[src/logic/hsid_defines.svh]
`ifndef HSID_DEFINES_SVH
`define HSID_DEFINES_SVH

`define HSID_SAMPLE_WIDTH   16  // One band sample
`define HSID_BANDS_WIDTH    7   // Up to 64 bands
`define HSID_LIBRARY_WIDTH  8   // Up to 255 references
`define HSID_SCORE_WIDTH    40  // Sum of squares over all bands
`define HSID_REF_FIFO_DEPTH 8   // Reference packs
`define HSID_CAPT_DEPTH     32  // Captured packs, two bands each
`define HSID_ADR_WIDTH      4   // Wishbone word address

// Register map, word addresses
`define HSID_REG_CTRL       4'd0  // Bit 0 start, bit 1 clear
`define HSID_REG_BANDS      4'd1
`define HSID_REG_LIB_SIZE   4'd2
`define HSID_REG_CAPT_DATA  4'd3  // Push one captured pack
`define HSID_REG_REF_DATA   4'd4  // Push one reference pack
`define HSID_REG_STATUS     4'd5  // Bit 0 idle, bit 1 result_valid
`define HSID_REG_BEST_INDEX 4'd6
`define HSID_REG_SCORE_LO   4'd7
`define HSID_REG_SCORE_HI   4'd8

`endif

[src/logic/hsid_pkg.sv]
`include "hsid_defines.svh"

package hsid_pkg;

  // Search sequencing
  typedef enum logic [2:0] {
    MAIN_IDLE,
    MAIN_CONFIG,
    COMPUTE_MSE,
    WAIT_MSE,
    DONE,
    MAIN_CLEAR
  } hsid_main_state_t;

  // Two bands per Wishbone word
  typedef struct packed {
    logic [`HSID_SAMPLE_WIDTH-1:0] lane1;  // Odd band
    logic [`HSID_SAMPLE_WIDTH-1:0] lane0;  // Even band
  } band_pack_t;

  // One pack pair on its way into the score pipeline
  typedef struct packed {
    band_pack_t                     capt;
    band_pack_t                     ref_pk;
    logic                           lane1_valid;  // Low on the odd tail band
    logic                           last;         // Last pack of this reference
    logic                           lib_last;     // Last reference of the library
    logic [`HSID_LIBRARY_WIDTH-1:0] ref_index;
  } pack_beat_t;

  // Finished score of one reference
  typedef struct packed {
    logic [`HSID_SCORE_WIDTH-1:0]   score;
    logic [`HSID_LIBRARY_WIDTH-1:0] ref_index;
    logic                           lib_last;
  } mse_result_t;

endpackage

[src/logic/hsid_wb_regs.sv]
`include "hsid_defines.svh"

module hsid_wb_regs (
  input  logic                             clk,
  input  logic                             arst_n,
  input  logic                             cyc,
  input  logic                             stb,
  input  logic                             we,
  input  logic [`HSID_ADR_WIDTH-1:0]       adr,
  input  logic [31:0]                      dat_w,
  input  logic                             ref_full,
  input  logic                             idle,
  input  logic                             result_valid,
  input  logic [`HSID_LIBRARY_WIDTH-1:0]   best_index,
  input  logic [`HSID_SCORE_WIDTH-1:0]     best_score,
  output logic [31:0]                      dat_r,
  output logic                             ack,
  output logic [`HSID_BANDS_WIDTH-1:0]     bands,
  output logic [`HSID_LIBRARY_WIDTH-1:0]   lib_size,
  output logic                             start_pulse,
  output logic                             clear_pulse,
  output logic                             capt_wr,
  output hsid_pkg::band_pack_t             capt_data,
  output logic                             ref_push,
  output hsid_pkg::band_pack_t             ref_data
);

  logic        stall;   // Reference push into a full FIFO
  logic        accept;  // Request taken this cycle
  logic        wr_en;
  logic [31:0] rd_mux;

  assign stall  = we && adr == `HSID_REG_REF_DATA && ref_full;
  assign accept = cyc && stb && !ack && !stall;  // !ack keeps one access per request
  assign wr_en  = accept && we;

  // Data pushes go straight through in the accept cycle
  assign capt_wr   = wr_en && adr == `HSID_REG_CAPT_DATA;
  assign capt_data = dat_w;
  assign ref_push  = wr_en && adr == `HSID_REG_REF_DATA;
  assign ref_data  = dat_w;

  always_comb begin
    rd_mux = '0;
    case (adr)
      `HSID_REG_BANDS:      rd_mux[`HSID_BANDS_WIDTH-1:0] = bands;
      `HSID_REG_LIB_SIZE:   rd_mux[`HSID_LIBRARY_WIDTH-1:0] = lib_size;
      `HSID_REG_STATUS:     rd_mux[1:0] = {result_valid, idle};
      `HSID_REG_BEST_INDEX: rd_mux[`HSID_LIBRARY_WIDTH-1:0] = best_index;
      `HSID_REG_SCORE_LO:   rd_mux = best_score[31:0];
      `HSID_REG_SCORE_HI:   rd_mux[`HSID_SCORE_WIDTH-33:0] = best_score[`HSID_SCORE_WIDTH-1:32];
      default:              rd_mux = '0;  // CTRL and the data ports read as zero
    endcase
  end

  always_ff @(posedge clk or negedge arst_n) begin
    if (!arst_n) begin
      ack         <= 1'b0;
      dat_r       <= '0;
      bands       <= '0;
      lib_size    <= '0;
      start_pulse <= 1'b0;
      clear_pulse <= 1'b0;
    end else begin
      ack         <= accept;  // Single-cycle ack after the request
      start_pulse <= wr_en && adr == `HSID_REG_CTRL && dat_w[0];
      clear_pulse <= wr_en && adr == `HSID_REG_CTRL && dat_w[1];
      if (wr_en && adr == `HSID_REG_BANDS)
        bands <= dat_w[`HSID_BANDS_WIDTH-1:0];
      if (wr_en && adr == `HSID_REG_LIB_SIZE)
        lib_size <= dat_w[`HSID_LIBRARY_WIDTH-1:0];
      if (accept && !we)
        dat_r <= rd_mux;  // Held until the next read
    end
  end

endmodule

[src/logic/hsid_captured_buf.sv]
`include "hsid_defines.svh"

module hsid_captured_buf (
  input  logic                                clk,
  input  logic                                arst_n,
  input  logic                                wr,
  input  hsid_pkg::band_pack_t                wr_data,
  input  logic                                rewind,
  input  logic [$clog2(`HSID_CAPT_DEPTH)-1:0] rd_addr,
  output hsid_pkg::band_pack_t                rd_data
);
  import hsid_pkg::*;

  band_pack_t                          mem [`HSID_CAPT_DEPTH];
  logic [$clog2(`HSID_CAPT_DEPTH)-1:0] wr_ptr;

  // Host fills packs in band order from address zero
  always_ff @(posedge clk or negedge arst_n) begin
    if (!arst_n)     wr_ptr <= '0;
    else if (rewind) wr_ptr <= '0;  // Start or clear
    else if (wr)     wr_ptr <= wr_ptr + 1'b1;
  end

  always_ff @(posedge clk) begin
    if (wr)
      mem[wr_ptr] <= wr_data;
    rd_data <= mem[rd_addr];  // Lines up with the FIFO's registered pop
  end

endmodule

[src/logic/hsid_fifo.sv]
module hsid_fifo #(
  parameter int DEPTH = 8
) (
  input  logic                 clk,
  input  logic                 arst_n,
  input  logic                 flush,
  input  logic                 push,
  input  hsid_pkg::band_pack_t push_data,
  input  logic                 pop,
  output hsid_pkg::band_pack_t pop_data,
  output logic                 full,
  output logic                 empty
);
  import hsid_pkg::*;

  localparam int PTR_W = $clog2(DEPTH);

  band_pack_t       mem [DEPTH];
  logic [PTR_W-1:0] wr_ptr;
  logic [PTR_W-1:0] rd_ptr;
  logic [PTR_W:0]   count;
  logic             do_push;
  logic             do_pop;

  assign full    = count == (PTR_W+1)'(DEPTH);
  assign empty   = count == '0;
  assign do_push = push && !full;
  assign do_pop  = pop && !empty;

  always_ff @(posedge clk or negedge arst_n) begin
    if (!arst_n) begin
      wr_ptr <= '0;
      rd_ptr <= '0;
      count  <= '0;
    end else if (flush) begin  // Flush drops everything queued
      wr_ptr <= '0;
      rd_ptr <= '0;
      count  <= '0;
    end else begin
      if (do_push) wr_ptr <= (wr_ptr == PTR_W'(DEPTH-1)) ? '0 : wr_ptr + 1'b1;
      if (do_pop)  rd_ptr <= (rd_ptr == PTR_W'(DEPTH-1)) ? '0 : rd_ptr + 1'b1;
      case ({do_push, do_pop})
        2'b10:   count <= count + 1'b1;
        2'b01:   count <= count - 1'b1;
        default: count <= count;
      endcase
    end
  end

  // Storage and read register
  always_ff @(posedge clk) begin
    if (do_push) mem[wr_ptr] <= push_data;
    if (do_pop)  pop_data    <= mem[rd_ptr];  // Valid the cycle after pop
  end

endmodule

[src/logic/hsid_main_fsm.sv]
`include "hsid_defines.svh"

module hsid_main_fsm (
  input  logic                                clk,
  input  logic                                arst_n,
  input  logic                                start,
  input  logic                                clear,
  input  logic [`HSID_BANDS_WIDTH-1:0]        bands,
  input  logic [`HSID_LIBRARY_WIDTH-1:0]      lib_size,
  input  logic                                fifo_empty,
  input  hsid_pkg::band_pack_t                capt_data,
  input  hsid_pkg::band_pack_t                ref_data,
  input  logic                                search_done,
  output logic                                fifo_rd,
  output logic                                fifo_flush,
  output logic                                capt_rewind,
  output logic [$clog2(`HSID_CAPT_DEPTH)-1:0] capt_addr,
  output hsid_pkg::pack_beat_t                beat,
  output logic                                beat_valid,
  output logic                                idle
);
  import hsid_pkg::*;

  hsid_main_state_t               state;
  hsid_main_state_t               state_nxt;
  logic [`HSID_BANDS_WIDTH-1:0]   cfg_bands;
  logic [`HSID_LIBRARY_WIDTH-1:0] cfg_lib_size;
  logic [`HSID_BANDS_WIDTH-1:0]   cfg_pack_threshold;  // Packs per reference
  logic [`HSID_BANDS_WIDTH-1:0]   band_pack_count;
  logic [`HSID_LIBRARY_WIDTH-1:0] hsp_ref_count;
  logic                           pack_last;
  logic                           ref_last;
  logic                           tag_last;
  logic                           tag_lib_last;
  logic                           tag_lane1_valid;
  logic [`HSID_LIBRARY_WIDTH-1:0] tag_index;

  assign pack_last   = band_pack_count == cfg_pack_threshold - 1'b1;
  assign ref_last    = hsp_ref_count == cfg_lib_size - 1'b1;
  assign fifo_rd     = state == COMPUTE_MSE && !fifo_empty && !clear;  // Stall on empty
  assign fifo_flush  = state == MAIN_CLEAR;
  assign capt_rewind = (state == MAIN_IDLE && start) || state == MAIN_CLEAR;
  assign capt_addr   = band_pack_count[$clog2(`HSID_CAPT_DEPTH)-1:0];
  assign idle        = state == MAIN_IDLE;

  // Both reads landed this cycle, tags were registered alongside
  assign beat = '{capt: capt_data, ref_pk: ref_data, lane1_valid: tag_lane1_valid,
                  last: tag_last, lib_last: tag_lib_last, ref_index: tag_index};

  always_comb begin
    state_nxt = state;
    case (state)
      MAIN_IDLE:   if (start) state_nxt = MAIN_CONFIG;
      MAIN_CONFIG: state_nxt = COMPUTE_MSE;
      COMPUTE_MSE: if (fifo_rd && pack_last && ref_last) state_nxt = WAIT_MSE;
      WAIT_MSE:    if (search_done) state_nxt = DONE;  // Last score compared
      DONE:        state_nxt = MAIN_IDLE;
      default:     state_nxt = MAIN_IDLE;
    endcase
    if (clear && state != MAIN_CLEAR)
      state_nxt = MAIN_CLEAR;
  end

  always_ff @(posedge clk or negedge arst_n) begin
    if (!arst_n) begin
      state              <= MAIN_IDLE;
      cfg_bands          <= '0;
      cfg_lib_size       <= '0;
      cfg_pack_threshold <= '0;
      band_pack_count    <= '0;
      hsp_ref_count      <= '0;
      beat_valid         <= 1'b0;
      tag_last           <= 1'b0;
      tag_lib_last       <= 1'b0;
      tag_lane1_valid    <= 1'b0;
      tag_index          <= '0;
    end else begin
      state <= state_nxt;

      // Entering clear sends a void beat so a half-summed reference is dropped
      beat_valid      <= fifo_rd || (clear && state != MAIN_CLEAR);
      tag_last        <= fifo_rd && pack_last;
      tag_lib_last    <= fifo_rd && pack_last && ref_last;
      tag_lane1_valid <= !(pack_last && cfg_bands[0]);  // Odd count masks tail lane
      tag_index       <= fifo_rd ? hsp_ref_count : '1;  // All ones is never a live index

      case (state)
        MAIN_CONFIG: begin
          cfg_bands          <= bands;
          cfg_lib_size       <= lib_size;
          cfg_pack_threshold <= (bands >> 1) + `HSID_BANDS_WIDTH'(bands[0]);  // Round up
          band_pack_count    <= '0;
          hsp_ref_count      <= '0;
        end
        COMPUTE_MSE: begin
          if (fifo_rd && pack_last) begin
            band_pack_count <= '0;
            hsp_ref_count   <= hsp_ref_count + 1'b1;
          end else if (fifo_rd) begin
            band_pack_count <= band_pack_count + 1'b1;
          end
        end
        DONE, MAIN_CLEAR: begin
          band_pack_count <= '0;
          hsp_ref_count   <= '0;
        end
        default: ;
      endcase
    end
  end

endmodule

[src/logic/hsid_mse_unit.sv]
`include "hsid_defines.svh"

module hsid_mse_unit (
  input  logic                  clk,
  input  logic                  arst_n,
  input  hsid_pkg::pack_beat_t  beat,
  input  logic                  beat_valid,
  output hsid_pkg::mse_result_t result,
  output logic                  mse_valid
);
  import hsid_pkg::*;

  localparam int DW = `HSID_SAMPLE_WIDTH + 1;  // Signed lane difference
  localparam int SW = 2 * DW;                  // Square

  // Per-beat bookkeeping that rides along the stages
  typedef struct packed {
    logic                           last;
    logic                           lib_last;
    logic [`HSID_LIBRARY_WIDTH-1:0] ref_index;
  } tag_t;

  logic                           s1_valid, s2_valid, s3_valid;
  tag_t                           s1_tag, s2_tag, s3_tag;
  logic signed [DW-1:0]           s1_diff0, s1_diff1;
  logic                           s1_lane1;
  logic [SW-1:0]                  s2_sq0, s2_sq1;
  logic [SW:0]                    s3_sum;
  logic [`HSID_SCORE_WIDTH-1:0]   acc;
  logic [`HSID_SCORE_WIDTH-1:0]   acc_nxt;
  logic                           acc_done;   // Previous reference closed
  logic [`HSID_LIBRARY_WIDTH-1:0] acc_index;
  logic                           restart;

  // New reference when the old one closed or the index moved on
  assign restart = acc_done || s3_tag.ref_index != acc_index;
  assign acc_nxt = (restart ? '0 : acc) + `HSID_SCORE_WIDTH'(s3_sum);

  always_ff @(posedge clk or negedge arst_n) begin
    if (!arst_n) begin
      s1_valid  <= 1'b0;
      s2_valid  <= 1'b0;
      s3_valid  <= 1'b0;
      mse_valid <= 1'b0;
      acc_done  <= 1'b1;
      acc_index <= '0;
    end else begin
      s1_valid  <= beat_valid;
      s2_valid  <= s1_valid;
      s3_valid  <= s2_valid;
      mse_valid <= s3_valid && s3_tag.last;  // Four cycles after the last beat
      if (s3_valid) begin
        acc_done  <= s3_tag.last;
        acc_index <= s3_tag.ref_index;
      end
    end
  end

  always_ff @(posedge clk) begin
    // Stage 1 lane differences
    s1_diff0 <= $signed({1'b0, beat.capt.lane0}) - $signed({1'b0, beat.ref_pk.lane0});
    s1_diff1 <= $signed({1'b0, beat.capt.lane1}) - $signed({1'b0, beat.ref_pk.lane1});
    s1_lane1 <= beat.lane1_valid;
    s1_tag   <= '{last: beat.last, lib_last: beat.lib_last, ref_index: beat.ref_index};
    // Stage 2 squares
    s2_sq0 <= s1_diff0 * s1_diff0;
    if (s1_lane1)
      s2_sq1 <= s1_diff1 * s1_diff1;
    else
      s2_sq1 <= '0;  // Odd tail band
    s2_tag <= s1_tag;
    // Stage 3 lane sum
    s3_sum <= s2_sq0 + s2_sq1;
    s3_tag <= s2_tag;
    // Stage 4 accumulate
    if (s3_valid) acc <= acc_nxt;
    if (s3_valid && s3_tag.last)
      result <= '{score: acc_nxt, ref_index: s3_tag.ref_index, lib_last: s3_tag.lib_last};
  end

endmodule

[src/logic/hsid_min_select.sv]
`include "hsid_defines.svh"

module hsid_min_select (
  input  logic                           clk,
  input  logic                           arst_n,
  input  logic                           clear_best,
  input  hsid_pkg::mse_result_t          result,
  input  logic                           mse_valid,
  output logic [`HSID_LIBRARY_WIDTH-1:0] best_index,
  output logic [`HSID_SCORE_WIDTH-1:0]   best_score,
  output logic                           result_valid,
  output logic                           search_done
);

  logic have_best;  // A score was taken since the last start

  always_ff @(posedge clk or negedge arst_n) begin
    if (!arst_n) begin
      have_best    <= 1'b0;
      best_index   <= '0;
      best_score   <= '0;
      result_valid <= 1'b0;
      search_done  <= 1'b0;
    end else begin
      search_done <= mse_valid && result.lib_last && !clear_best;
      if (clear_best) begin
        have_best    <= 1'b0;
        best_score   <= '0;
        result_valid <= 1'b0;
      end else if (mse_valid) begin
        // Strictly lower only, so the earlier index keeps a tie
        if (!have_best || result.score < best_score) begin
          best_score <= result.score;
          best_index <= result.ref_index;
          have_best  <= 1'b1;
        end
        if (result.lib_last)
          result_valid <= 1'b1;  // Sticky until next start or clear
      end
    end
  end

endmodule

[src/logic/hsid_top.sv]
`include "hsid_defines.svh"

module hsid_top (
  input  logic                       clk,
  input  logic                       arst_n,
  input  logic                       cyc,
  input  logic                       stb,
  input  logic                       we,
  input  logic [`HSID_ADR_WIDTH-1:0] adr,
  input  logic [31:0]                dat_w,
  output logic [31:0]                dat_r,
  output logic                       ack
);
  import hsid_pkg::*;

  logic                                ref_full, ref_empty, ref_push, ref_pop, ref_flush;
  logic                                idle, result_valid, search_done;
  logic                                start_pulse, clear_pulse;
  logic                                capt_wr, capt_rewind;
  logic [$clog2(`HSID_CAPT_DEPTH)-1:0] capt_addr;
  logic [`HSID_BANDS_WIDTH-1:0]        bands;
  logic [`HSID_LIBRARY_WIDTH-1:0]      lib_size, best_index;
  logic [`HSID_SCORE_WIDTH-1:0]        best_score;
  band_pack_t                          capt_wr_data, capt_rd_data, ref_wr_data, ref_rd_data;
  pack_beat_t                          beat;
  logic                                beat_valid, mse_valid;
  mse_result_t                         result;

  hsid_wb_regs u_regs (
    .clk, .arst_n, .cyc, .stb, .we, .adr, .dat_w, .dat_r, .ack,
    .ref_full, .idle, .result_valid, .best_index, .best_score,
    .bands, .lib_size, .start_pulse, .clear_pulse,
    .capt_wr, .capt_data(capt_wr_data), .ref_push, .ref_data(ref_wr_data)
  );

  hsid_captured_buf u_capt (
    .clk, .arst_n, .wr(capt_wr), .wr_data(capt_wr_data),
    .rewind(capt_rewind), .rd_addr(capt_addr), .rd_data(capt_rd_data)
  );

  hsid_fifo #(.DEPTH(`HSID_REF_FIFO_DEPTH)) u_ref_fifo (
    .clk, .arst_n, .flush(ref_flush), .push(ref_push), .push_data(ref_wr_data),
    .pop(ref_pop), .pop_data(ref_rd_data), .full(ref_full), .empty(ref_empty)
  );

  hsid_main_fsm u_fsm (
    .clk, .arst_n, .start(start_pulse), .clear(clear_pulse), .bands, .lib_size,
    .fifo_empty(ref_empty), .capt_data(capt_rd_data), .ref_data(ref_rd_data),
    .search_done, .fifo_rd(ref_pop), .fifo_flush(ref_flush), .capt_rewind,
    .capt_addr, .beat, .beat_valid, .idle
  );

  hsid_mse_unit u_mse (
    .clk, .arst_n, .beat, .beat_valid, .result, .mse_valid
  );

  // Start and clear both reset the best-score tracking
  hsid_min_select u_min (
    .clk, .arst_n, .clear_best(capt_rewind), .result, .mse_valid,
    .best_index, .best_score, .result_valid, .search_done
  );

endmodule

[config.mk]
export PLATFORM = sky130hd
export DESIGN_NAME = hsid_top
export DESIGN_NICKNAME = d
export VERILOG_FILES = /design/src/logic/hsid_pkg.sv /design/src/logic/hsid_wb_regs.sv /design/src/logic/hsid_captured_buf.sv /design/src/logic/hsid_fifo.sv /design/src/logic/hsid_main_fsm.sv /design/src/logic/hsid_mse_unit.sv /design/src/logic/hsid_min_select.sv /design/src/logic/hsid_top.sv
export VERILOG_INCLUDE_DIRS = /design/src /design/src/logic
export SDC_FILE = /design/constraint.sdc
export NUM_CORES = 2
export LEC_CHECK = 0
export BUFFER_PORTS_ARGS = -buffer_cell sky130_fd_sc_hd__buf_2
export CAP_MARGIN = 20
export CORE_UTILIZATION = 60
export DETAILED_ROUTE_END_ITERATION = 10
export PLACE_DENSITY = 0.76
export RECOVER_POWER = 100
export REMOVE_ABC_BUFFERS = 1
export SLEW_MARGIN = 20
export SYNTH_ARGS = -nofsm -noshare
export SYNTH_HDL_FRONTEND = slang
export SYNTH_SLANG_ARGS = --single-unit
[constraint.sdc]
create_clock -name clk -period 7.4 [get_ports clk]
set_clock_uncertainty 0.2 [all_clocks]
set_input_delay 2.22 -clock clk [delete_from_list [all_inputs] [get_ports clk]]
set_output_delay 2.22 -clock clk [all_outputs]
set_load 0.02 [all_outputs]
==> flow_summary.ini <==
[route]
ant_nets = 0
wire_per_inst_um = 26.0
vias_per_cell = 6.18
dr.pass1.iters = 9
drt_iter0_markers = 4531
drcViolationCount = 0
drt-total-wl_mm = 211
num_vias = 50100

[cts]
cts_setup_buffers = 0
clock_path_buffers = 3
cts-buffers-inserted = 172
clock-sinks = 1774
htreeDepth = 4
tritoncts = done
cts.clk_slew.worst_paths_ps = 60
worstSkewPairLatency_ps = 840
post_cts_resized = 0
cts_hold_buf = 0
cts-root-buf = clkbuf_16

[timing]
fin_tns_setup_ps = 0
period_minus_slack_ps = 7200
fmax_mhz = 139
worst_pin_slew_ps = 4550
max_slew_margin = -2.04
period_share = 0.973
rsz0062_at_grt = no
slew_viol_final = 3040
setup_violations = 0
hold_ws_ps = 125
hold_viol_final = 0
fin_ws_ps = 200

[global_routing]
grt_util_met3 = 0.0429
grt_pass1_wl_mm = 319
grt_pass1_vias = 52200
gr-usage-all-layers = 0.286
met2_usage = 0.486
top_usage_layer = met2
grt_start_max_net_pins = 176
gr-total-overflow = 0
grt_antenna_before_repair = 15
grt_use_met1 = 0.373

[place]
pre_cts_ws_ps = 615
hpwl_mm = 128
port_buffers = 73
place_congestion = 0.914

[synthesis]
async_flop_share = 0.0986
yosysUniqueCellTypes = 86
postSynthCellCount = 5877
netlist.area_leader.share = 0.470
synth_area_leaders = edfxtp_1, fa_1, mux4_2
synth-seq-area-share = 0.563
synth-edff-count = 1401
synth_flop_cell = edfxtp_1
yosysMostFrequentCell = edfxtp_1
synthTopCellsByCount = edfxtp_1, inv_1, fa_1
syn-cell-area_sq_um = 89600
yosysWarnings = 0
syn_avg_cell_area_sq_um = 15.2
yosysTopAreaCell = edfxtp_1
ys_ff_latch = 1774

[worst_setup_path]
cpMaxStageDelayCell = clkbuf_1
slowest_delay_ps = 1840
critPathBufInv = 2
crit_family = simple AND/OR/NAND/NOR gates
crit_path_end_kind = flip-flop
cp.required_ps = 7570
start_kind = primary input
crit_path_cell_trace = clkbuf_1 > nor2_1 > nand2_1 > nor2_1 > and3_1 > nand2_1 > nor2_1 > clkbuf_1
crit_top_cell = nor2_1
worstPathArrival_ps = 7370
path_max_fanout = 20
worstSetupPathType = primary input to flip-flop

[final_layout]
final_nets = 6950
final_layout_size_suffix_gt1_frac = 0.135
layout-area-overhead-vs-synth_pct = 9.55
final_util = 0.663

[min_path]
hold_path.class = flip-flop to flip-flop

[floorplanning]
die_h_um = 388
die_area_sq_um = 151000
io_pins = 74
rows = 141
die_x_um = 388
core_area_sq_um = 148000
start_util = 0.605

[outcome]
violations = max-capacitance violations, max-slew violations
status = finished, violations left

[flow_run]
maxCapViolCount = 87
==> worst reg2reg max path: cells and delay by family, from the launching register on <==
kind	cells	cell delay (ps)
buffers and inverters	5	260
AOI/OAI and AO/OA	6	1510
adders and majority gates	7	3230
and+or+nand+nor	4	970
DFF	1	750
==> placed cells by master, fill, tap and decap left out, types with 104 or more instances in the layout <==
cell type,count
dfrtp_1,167
edfxtp_1,1401
dfxtp_1,198
xnor2_1,143
nor2_1,260
inv_1,776
nand2_1,262
mux4_2,384
clkbuf_16,175
and2_1,136
clkbuf_1,157
ha_1,341
fa_1,535
o21ai_0,104
a21oi_1,137
==> layer usage <==
layer  wire length [um]  vias up
li1                   -    21300
met1              78900    25800
met2             107000     2419
met3              16200      543
met4               8770       10
met5                 57        -
==> cell families (layout without fill, tap and decap cells) <==
family | count (synthesis) | in the layout | share of synthesized area
compound gates | 530 | 530 | 0.0399
xor+xnor | 212 | 212 | 0.0207
fa+ha+maj | 876 | 876 | 0.167
buf+inv | 971 | 1274 | 0.0412
flops | 1774 | 1774 | 0.563
mux | 541 | 541 | 0.116
other cells | 0 | 5 | 0
simple gates | 973 | 973 | 0.0524
==> path summary, 6_finish.rpt <==
kind / startpoint / end / slack (ps) / cells after the start
max in group asynchronous: arst_n / u_fsm.band_pack_count[0] / 4670 / 2
worst max register to register: u_mse.s1_diff0[9] / u_mse.s2_sq0[31] / 420 / 22
worst min register to register: u_mse.s1_tag[9] / u_mse.s2_tag[9] / 130 / 0
min in group asynchronous: arst_n / u_regs.dat_r[8] / 1400 / 2
worst min-delay path: u_mse.s1_tag[9] / u_mse.s2_tag[9] / 130 / 0
worst max-delay path: adr[2] / u_capt.mem[4][13] / 200 / 8
==> stage by stage <==
step / cells / instance area [sq um]
after floorplan: 5683 / 88800
after global placement: 7789 / 92800
after detailed placement: 7789 / 92800
after CTS: 8110 / 98800
after global routing: 8111 / 98100
final: 8115 / 98100
==> registers in the layout, indices dropped and copies added, names as in the netlist, 10 cells and up <==
register and flops:
u_capt.mem 1024, u_ref_fifo.mem 256, u_mse.result 49, u_min.best_score 40, u_mse.acc 40, u_mse.s3_sum 35, u_mse.s2_sq0 33, u_mse.s2_sq1 33
u_capt.rd_data 32, u_ref_fifo.pop_data 32, u_regs.dat_r 32, u_mse.s1_diff0 17, u_mse.s1_diff1 17, u_mse.s1_tag 10, u_mse.s2_tag 10, u_mse.s3_tag 10
==> final cells by class <==
| cell class | instances | area, sq um |
|---|---|---|
| well taps | 1930 | 2410 |
| repair buffers | 176 | 863 |
| flip-flops and latches | 1774 | 50400 |
| inverters | 777 | 2920 |
| fillers | 9986 | 49900 |
| multi-input cells | 3132 | 35500 |
| diodes | 5 | 12.5 |
| clock buffers | 219 | 4640 |
| clock inverters | 102 | 1270 |
Power is left out: the tool's default activity adds up to more than one toggle a clock period on the data nets, which glitch-free logic cannot reach.
